<file path="src/HoldGen_defs.svh">
`ifndef HOLDGEN_DEFS_SVH
`define HOLDGEN_DEFS_SVH

////////////////////////////////////////////////////
// Hold path sizing
////////////////////////////////////////////////////

// Stages in the trigger delay line
`define HOLD_DELAY_DEPTH 256
// Delay select width, log2 of the depth
`define HOLD_DELAY_W 8
// Window length and window counter width
`define HOLD_TIME_W 16

////////////////////////////////////////////////////
// Wishbone bus and register map
////////////////////////////////////////////////////

// Word address and data widths
`define WB_ADR_W 3
`define WB_DAT_W 32

`define REG_CTRL 3'd0
`define REG_DELAY 3'd1
`define REG_TIME 3'd2
`define REG_COUNT 3'd3
`define REG_STATUS 3'd4

`endif

</file>
<file path="src/HoldGenPkg.sv">
`default_nettype none

`include "HoldGen_defs.svh"

package HoldGenPkg;

    ////////////////////////////////////////////////////
    // Hold path types
    ////////////////////////////////////////////////////

    // Settings written over the bus
    typedef struct packed {
        logic                     holdEnable;
        logic [`HOLD_DELAY_W-1:0] holdDelay;
        logic [`HOLD_TIME_W-1:0]  holdTime;
    } holdConfig_t;

    // Live state reported back to the registers
    typedef struct packed {
        logic                    holdActive;
        logic [`HOLD_TIME_W-1:0] holdCount;
    } holdStatus_t;

    ////////////////////////////////////////////////////
    // Wishbone classic bundles
    ////////////////////////////////////////////////////

    // Master to slave
    typedef struct packed {
        logic                 cyc;
        logic                 stb;
        logic                 we;
        logic [`WB_ADR_W-1:0] adr;
        logic [`WB_DAT_W-1:0] dat;
    } wbReq_t;

    // Slave to master, dat only meaningful with ack
    typedef struct packed {
        logic                 ack;
        logic [`WB_DAT_W-1:0] dat;
    } wbRsp_t;

endpackage

`default_nettype wire

</file>
<file path="src/HoldGenTop.sv">
`timescale 1ns/1ps
`default_nettype none

module HoldGenTop
    import HoldGenPkg::*;
(
    input  wire logic   Clk,
    input  wire logic   reset_n,
    input  wire logic   TrigIn,
    input  wire wbReq_t wbIn,
    output wbRsp_t      wbOut,
    output logic        HoldOut
);

    ////////////////////////////////////////////////////
    // Internal links
    ////////////////////////////////////////////////////

    // Settings fan out to delay line and pulse generator
    holdConfig_t cfg;
    // Live window state back to the register block
    holdStatus_t status;
    logic        countClear;
    logic        trigDelayed;

    // Bus slave and settings
    HoldRegs HoldRegs_inst (
        .Clk        (Clk),
        .reset_n    (reset_n),
        .wbIn       (wbIn),
        .wbOut      (wbOut),
        .status     (status),
        .cfg        (cfg),
        .countClear (countClear)
    );

    // Programmable trigger delay
    TrigDelayLine TrigDelayLine_inst (
        .Clk         (Clk),
        .reset_n     (reset_n),
        .TrigIn      (TrigIn),
        .cfg         (cfg),
        .trigDelayed (trigDelayed)
    );

    // Window generation and count
    HoldPulseGen HoldPulseGen_inst (
        .Clk         (Clk),
        .reset_n     (reset_n),
        .trigDelayed (trigDelayed),
        .cfg         (cfg),
        .countClear  (countClear),
        .status      (status),
        .HoldOut     (HoldOut)
    );

endmodule

`default_nettype wire

</file>
<file path="src/HoldPulseGen.sv">
`timescale 1ns/1ps
`default_nettype none

`include "HoldGen_defs.svh"

module HoldPulseGen
    import HoldGenPkg::*;
(
    input  wire logic        Clk,
    input  wire logic        reset_n,
    input  wire logic        trigDelayed,
    input  wire holdConfig_t cfg,
    input  wire logic        countClear,
    output holdStatus_t      status,
    output logic             HoldOut
);

    ////////////////////////////////////////////////////
    // Edge detect
    ////////////////////////////////////////////////////

    logic                    trigQ;
    logic                    trigQ2;
    logic                    trigRise;
    logic                    windowStart;
    logic                    holdQ;
    logic [`HOLD_TIME_W-1:0] windowCnt;
    logic [`HOLD_TIME_W-1:0] holdCount;

    // Two flops, the first registers the tap output
    always_ff @(posedge Clk or negedge reset_n) begin
        if (!reset_n) begin
            trigQ  <= 1'b0;
            trigQ2 <= 1'b0;
        end else begin
            trigQ  <= trigDelayed;
            trigQ2 <= trigQ;
        end
    end

    assign trigRise = trigQ & ~trigQ2;

    // Open only when enabled, idle and the window is nonzero
    // Edges inside an open window are dropped here
    assign windowStart = trigRise & cfg.holdEnable & ~holdQ
                       & (cfg.holdTime != '0);

    ////////////////////////////////////////////////////
    // Hold window
    ////////////////////////////////////////////////////

    // Counter holds the cycles left after the current one
    always_ff @(posedge Clk or negedge reset_n) begin
        if (!reset_n) begin
            holdQ     <= 1'b0;
            windowCnt <= '0;
        end else if (windowStart) begin
            holdQ     <= 1'b1;
            windowCnt <= cfg.holdTime - 1'b1;
        end else if (holdQ) begin
            if (windowCnt == '0) begin
                // Last cycle of the window
                holdQ <= 1'b0;
            end else begin
                windowCnt <= windowCnt - 1'b1;
            end
        end
    end

    ////////////////////////////////////////////////////
    // Window count
    ////////////////////////////////////////////////////

    // Saturating, clear wins over a same-cycle increment
    always_ff @(posedge Clk or negedge reset_n) begin
        if (!reset_n) begin
            holdCount <= '0;
        end else if (countClear) begin
            holdCount <= '0;
        end else if (windowStart && (holdCount != '1)) begin
            holdCount <= holdCount + 1'b1;
        end
    end

    // Outputs
    assign HoldOut = holdQ;
    assign status  = '{holdActive: holdQ, holdCount: holdCount};

endmodule

`default_nettype wire

</file>
<file path="src/HoldRegs.sv">
`timescale 1ns/1ps
`default_nettype none

`include "HoldGen_defs.svh"

module HoldRegs
    import HoldGenPkg::*;
(
    input  wire logic        Clk,
    input  wire logic        reset_n,
    input  wire wbReq_t      wbIn,
    output wbRsp_t           wbOut,
    input  wire holdStatus_t status,
    output holdConfig_t      cfg,
    output logic             countClear
);

    ////////////////////////////////////////////////////
    // Bus handshake
    ////////////////////////////////////////////////////

    logic                 ackQ;
    logic                 wbAccess;
    logic                 wbWrite;
    logic [`WB_DAT_W-1:0] rdMux;
    logic [`WB_DAT_W-1:0] rdData;
    holdConfig_t          cfgQ;

    // New access only while ack is low, so one ack per cycle
    assign wbAccess = wbIn.cyc & wbIn.stb & ~ackQ;
    assign wbWrite  = wbAccess & wbIn.we;

    // Ack one cycle after stb, high for exactly one cycle
    always_ff @(posedge Clk or negedge reset_n) begin
        if (!reset_n) begin
            ackQ <= 1'b0;
        end else begin
            ackQ <= wbAccess;
        end
    end

    ////////////////////////////////////////////////////
    // Writable settings
    ////////////////////////////////////////////////////

    // Write lands on the same edge that raises ack
    // Upper data bits beyond each field are dropped
    always_ff @(posedge Clk or negedge reset_n) begin
        if (!reset_n) begin
            cfgQ.holdEnable <= 1'b0;
            cfgQ.holdDelay  <= '0;
            cfgQ.holdTime   <= '0;
        end else if (wbWrite) begin
            case (wbIn.adr)
                `REG_CTRL: begin
                    cfgQ.holdEnable <= wbIn.dat[0];
                end
                `REG_DELAY: begin
                    cfgQ.holdDelay <= wbIn.dat[`HOLD_DELAY_W-1:0];
                end
                `REG_TIME: begin
                    cfgQ.holdTime <= wbIn.dat[`HOLD_TIME_W-1:0];
                end
                default: begin
                    // Read-only and unmapped words keep their state
                end
            endcase
        end
    end

    assign cfg = cfgQ;

    // Any write to the count word clears it on the ack edge
    assign countClear = wbWrite & (wbIn.adr == `REG_COUNT);

    ////////////////////////////////////////////////////
    // Read path
    ////////////////////////////////////////////////////

    // Unused bits and unmapped words read zero
    always_comb begin
        rdMux = '0;
        case (wbIn.adr)
            `REG_CTRL: begin
                rdMux[0] = cfgQ.holdEnable;
            end
            `REG_DELAY: begin
                rdMux[`HOLD_DELAY_W-1:0] = cfgQ.holdDelay;
            end
            `REG_TIME: begin
                rdMux[`HOLD_TIME_W-1:0] = cfgQ.holdTime;
            end
            `REG_COUNT: begin
                rdMux[`HOLD_TIME_W-1:0] = status.holdCount;
            end
            `REG_STATUS: begin
                rdMux[0] = status.holdActive;
            end
            default: begin
                rdMux = '0;
            end
        endcase
    end

    // Captured with the access, valid while ack is high
    always_ff @(posedge Clk) begin
        if (wbAccess) begin
            rdData <= rdMux;
        end
    end

    assign wbOut = '{ack: ackQ, dat: rdData};

endmodule

`default_nettype wire

</file>
<file path="src/TrigDelayLine.sv">
`timescale 1ns/1ps
`default_nettype none

`include "HoldGen_defs.svh"

module TrigDelayLine
    import HoldGenPkg::*;
(
    input  wire logic        Clk,
    input  wire logic        reset_n,
    input  wire logic        TrigIn,
    input  wire holdConfig_t cfg,
    output logic             trigDelayed
);

    ////////////////////////////////////////////////////
    // Shift register
    ////////////////////////////////////////////////////

    // One bit per Clk period of delay
    logic [`HOLD_DELAY_DEPTH-1:0] trigShift;

    // Stage 0 holds TrigIn as sampled on the last edge
    always_ff @(posedge Clk or negedge reset_n) begin
        if (!reset_n) begin
            // Drops any trigger still travelling down the line
            trigShift <= '0;
        end else begin
            trigShift <= {trigShift[`HOLD_DELAY_DEPTH-2:0], TrigIn};
        end
    end

    ////////////////////////////////////////////////////
    // Tap select
    ////////////////////////////////////////////////////

    // Delay of d puts an edge-k sample out after edge k+d
    // A delay change moves the tap at once, so a trigger
    // in flight may be skipped or seen twice
    assign trigDelayed = trigShift[cfg.holdDelay];

endmodule

`default_nettype wire

</file>
<file path="config.mk">
export PLATFORM = sky130hd
export DESIGN_NAME = HoldGenTop
export DESIGN_NICKNAME = d
export VERILOG_FILES = /design/src/HoldGenPkg.sv /design/src/HoldGenTop.sv /design/src/HoldPulseGen.sv /design/src/HoldRegs.sv /design/src/TrigDelayLine.sv
export VERILOG_INCLUDE_DIRS = /design/src
export SDC_FILE = /design/constraint.sdc
export NUM_CORES = 1
export LEC_CHECK = 0
export BUFFER_PORTS_ARGS = -buffer_cell sky130_fd_sc_hd__buf_4
export CAP_MARGIN = 20
export CORE_ASPECT_RATIO = 0.9
export CORE_MARGIN = 2
export CORE_UTILIZATION = 55
export DETAILED_ROUTE_END_ITERATION = 16
export GPL_TIMING_DRIVEN = 0
export PLACE_DENSITY_LB_ADDON = 0.12
export SLEW_MARGIN = 0
export SYNTH_ARGS = -nofsm -noshare
export SYNTH_HDL_FRONTEND = slang
export SYNTH_SLANG_ARGS = --single-unit
</file>
<file path="constraint.sdc">
create_clock -name Clk -period 4.64 [get_ports Clk]
set_input_delay 1.392 -clock Clk [delete_from_list [all_inputs] [get_ports Clk]]
set_output_delay 1.392 -clock Clk [all_outputs]
set_load 0.01 [all_outputs]
</file>
==> results.py <==
metrics = {
    "flow_run": {
        "max_cap_viol_count": 0,
    },
    "cts": {
        "clkSinkCount": 333,
        "clockRootBuffer": "clkbuf_16",
        "worstSkewPairLatency_ns": 0.51,
        "clk_pin_slew_ns": 0.07,
        "cts_setup_buffers": 0,
        "h-tree-depth": 2,
        "cts_tree": "yes",
        "clock_path_buffers": 3,
        "hold_buffers": 0,
        "post_cts_resized": 0,
        "cts_buffers": 34,
    },
    "logic_synthesis": {
        "yosys.area.top_type": "dfrtp_1",
        "syn-cell-area_sq_um": 12700,
        "synth-edff-count": 16,
        "synth_seq_cells": 333,
        "yosys-top-cells-area": "dfrtp_1 63%, mux2i_1 7.5%, mux4_2 5.9%",
        "syn_inst": 871,
        "postSynthAreaPerCell_sq_um": 14.6,
        "ys.flop_type": "dfrtp_1",
        "synth_top_cell_area_share": 0.626,
        "synth_cell_types": 66,
        "ys_warn_count": 0,
        "seq_area_frac_synth": 0.664,
        "ys_async_sr_fraction": 0.952,
    },
    "hold_path": {
        "hp-class": "reg2reg",
        "worstHoldEndpoint": "TrigDelayLine_inst.trigShift[75]$_DFF_PN0_",
        "min_path_cells": 0,
        "min_from": "TrigDelayLine_inst.trigShift[74]$_DFF_PN0_",
    },
    "drt": {
        "final_antenna_net_count": 0,
        "drc": 0,
        "wl_met3_um": 1620,
        "viasPerCell": 5.77,
        "wl_met2_um": 12200,
        "routed_wl_um": 27500,
        "top_layer_used": "met4",
        "drtPass1Iterations": 5,
        "dr_total_vias": 7434,
        "wire_per_inst_um": 21.3,
        "drtIter0Drc": 612,
        "m1WireLength_um": 13100,
    },
    "floorplan": {
        "die_y_um": 148,
        "rows": 52,
        "dieArea_sq_um": 24300,
        "die_w_um": 164,
        "coreArea_sq_um": 22600,
        "io_pins": 75,
        "start_util": 0.561,
    },
    "global_route": {
        "grt_max_degree": 118,
        "grt_pass1_vias": 7738,
        "antenna_found_initial": 0,
        "grt_pass1_wl_um": 44600,
        "grt-ovfl-total": 0,
        "grt_use_total": 0.243,
    },
    "sta": {
        "tightest_slew_ns": 0.911,
        "slew_violations": 0,
        "period_minus_slack_ns": 4.27,
        "post-route-period-util": 0.919,
        "final_hold_viol_count": 0,
        "setup_ws_ns": 0.374,
        "slew_headroom": 0.388,
        "setup_viol": 0,
        "fin_worst_skew_ns": 0.0208,
        "rsz0062_at_grt": "no",
        "fmax_mhz": 234,
    },
    "layout": {
        "nets": 1011,
        "fill_cells": 1639,
        "stdcell_area_sq_um": 14600,
        "drive_gt1_frac": 0.214,
        "diodes": 0,
        "syn2layout_area_growth_pct": 15.2,
        "final_core_util": 0.646,
    },
    "power": {
        "p_comb_frac": 0.160,
        "pwr-share-seq": 0.467,
        "p_leak_nw": 6.64,
        "intPower_mw": 5.22,
        "p_sw_frac": 0.280,
        "vdd_drop_max_uv": 289,
        "pwr-share-clk": 0.373,
        "pwr_density_cell_nw_per_um2": 497,
        "p_sw_mw": 2.03,
    },
    "status": {
        "outcome": "completed",
    },
    "setup_path": {
        "worstPathMaxFanout": 10,
        "required_ns": 5.01,
        "critical_path.cell_chain": "nor4_1 -> nand4_2 -> o21ai_2 -> clkbuf_1 -> clkbuf_1 -> mux2i_1 -> ha_1 -> clkbuf_1 -> o21ai_1 -> nor4_1 -> xnor2_1 -> mux2i_1",
        "r2r_end": "HoldPulseGen_inst.windowCnt[14]$_DFFE_PN0P_",
        "ff2ff_path_depth": 12,
        "worstSetupPathType": "reg2reg",
        "cp-end-kind": "flop",
        "crit_top_cell": "clkbuf_1",
        "start_kind": "flop",
        "rr_startpoint": "HoldRegs_inst.cfg[10]$_DFFE_PN0P_",
        "slowest_stage": "clkbuf_1",
        "slowest_delay_ns": 0.51,
        "critPathArrivalTime_ns": 4.64,
        "reg2reg_setup_slack_ns": 0.37,
    },
    "placement": {
        "pre_cts_slack_ns": 0.260,
        "placed_area_sq_um": 13500,
        "io_buffers": 41,
        "dp_hpwl_um": 18300,
        "routabilityCongestion": 0.830,
    },
}
==> critical path, delay by kind of cell, from the launching register on <==
kind,cells,cell delay [ns]
AOI/OAI and AO/OA,2,0.68
DFF,1,0.47
adders and majority gates,1,0.16
muxes,2,0.32
and+or+nand+nor,3,1.04
xor gates and xnor gates,1,0.17
buffers and inverters,3,1.31
==> worst max path at each step <==
stage                                      startpoint                                          end  slack [ns]  cells after the start
floorplan                                    wbIn[37]            HoldRegs_inst.cfg[10]$_DFFE_PN0P_        0.74                      6
CTS                 HoldRegs_inst.cfg[11]$_DFFE_PN0P_  HoldPulseGen_inst.windowCnt[12]$_DFFE_PN0P_        0.45                     12
global placement                              reset_n    TrigDelayLine_inst.trigShift[2]$_DFF_PN0_       -0.56                      1
detailed placement                           wbIn[37]            HoldRegs_inst.cfg[11]$_DFFE_PN0P_        0.26                      8
finish              HoldRegs_inst.cfg[10]$_DFFE_PN0P_  HoldPulseGen_inst.windowCnt[14]$_DFFE_PN0P_        0.37                     12
global route        HoldRegs_inst.cfg[10]$_DFFE_PN0P_  HoldPulseGen_inst.windowCnt[14]$_DFFE_PN0P_        0.04                     12
==> cell type report <==
type | instances | area, sq um | area share
clock inverter | 10 | 110 | 0.00754
multi-input combinational | 490 | 3990 | 0.274
tap | 297 | 372 | 0.0255
inverter | 8 | 30.0 | 0.00206
timing repair buffer | 46 | 390 | 0.0267
sequential | 333 | 8410 | 0.576
clock buffer | 50 | 992 | 0.0680
buffer | 55 | 295 | 0.0202
==> kinds of logic (layout without fill, tap and decap cells) <==
family / Yosys count / after routing / synth area share
other: 1 / 16 / 0.000296
AO/OA/AOI/OAI: 86 / 86 / 0.0457
AND/OR/NAND/NOR: 192 / 192 / 0.0765
XOR/XNOR: 33 / 33 / 0.0228
buffers and inverters: 63 / 169 / 0.0257
multiplexers: 161 / 161 / 0.163
flip-flops: 333 / 333 / 0.664
adder cells (fa/ha/maj): 2 / 2 / 0.00197
==> layer usage <==
| metal | vias up | GRT usage |
|---|---|---|
| met2 | 219 | 0.354 |
| li1 | 3332 | - |
| met5 | - | 0 |
| met1 | 3835 | 0.385 |
| met3 | 48 | 0.0424 |
| met4 | 0 | 0.0579 |
==> through the flow <==
stage / std cells / power [mW] / setup TNS [ns] / hold WS, ns
2_1_floorplan: 886 / 4.17 / 0 / 0.349
3_3_place_gp: 1224 / 4.57 / -168.72 / 0.351
3_5_place_dp: 1228 / 4.60 / 0 / 0.355
4_1_cts: 1288 / 7.31 / 0 / 0.366
5_1_grt: 1289 / 7.59 / 0 / 0.363
6_report: 1289 / 7.26 / 0 / 0.361
==> cell usage after synthesis (3+ instances only) <==
cell and count:
o21ai_0 12, buf_2 14, edfxtp_1 16, mux2_2 32, nor3b_1 3, o221ai_1 3
dfrtp_1 317, nor2_1 76, and4_1 3, and3_1 4, o22ai_1 24, nand3_1 11
nor4_1 17, nand2_1 25, mux4_2 33, clkbuf_1 21, a22oi_1 3, mux2i_1 95
a21oi_1 16, buf_4 17, nand4_1 3, xor2_1 17, a31oi_1 7, inv_1 8
nor3_1 24, xnor2_1 16, or3_1 6
==> cell usage in the layout, fill, tap and decap left out, types with 8 or more instances in the layout <==
cell	instances
edfxtp_1	16
nor3_1	24
clkbuf_16	35
nor4_1	17
xnor2_1	16
buf_2	15
dfrtp_1	317
nor2_1	76
nand3_1	11
conb_1	16
buf_4	58
inv_1	8
mux2_2	32
nand2_1	25
xor2_1	17
mux4_2	33
clkbuf_1	30
a21oi_1	16
o22ai_1	24
mux2i_1	95
o21ai_0	12
==> flip-flops by register name, indices dropped and copies added, names as in the netlist <==
name	cells
TrigDelayLine_inst.trigShift	256
HoldRegs_inst.cfg	25
HoldPulseGen_inst.holdCount	16
HoldPulseGen_inst.windowCnt	16
HoldRegs_inst.rdData	16
HoldPulseGen_inst.HoldOut	1
HoldPulseGen_inst.trigQ	1
HoldPulseGen_inst.trigQ2	1
HoldRegs_inst.ackQ	1
==> power by group through the flow <==
stage               Clock, mW  Combinational (mW)  Sequential, mW
global route             2.88                1.28            3.43
finish                   2.71                1.16            3.39
CTS                      2.76                1.17            3.39
detailed placement          0                1.16            3.44
floorplan                   0               0.820            3.35
global placement            0                1.14            3.43
Power figures use the tool's default switching activity.
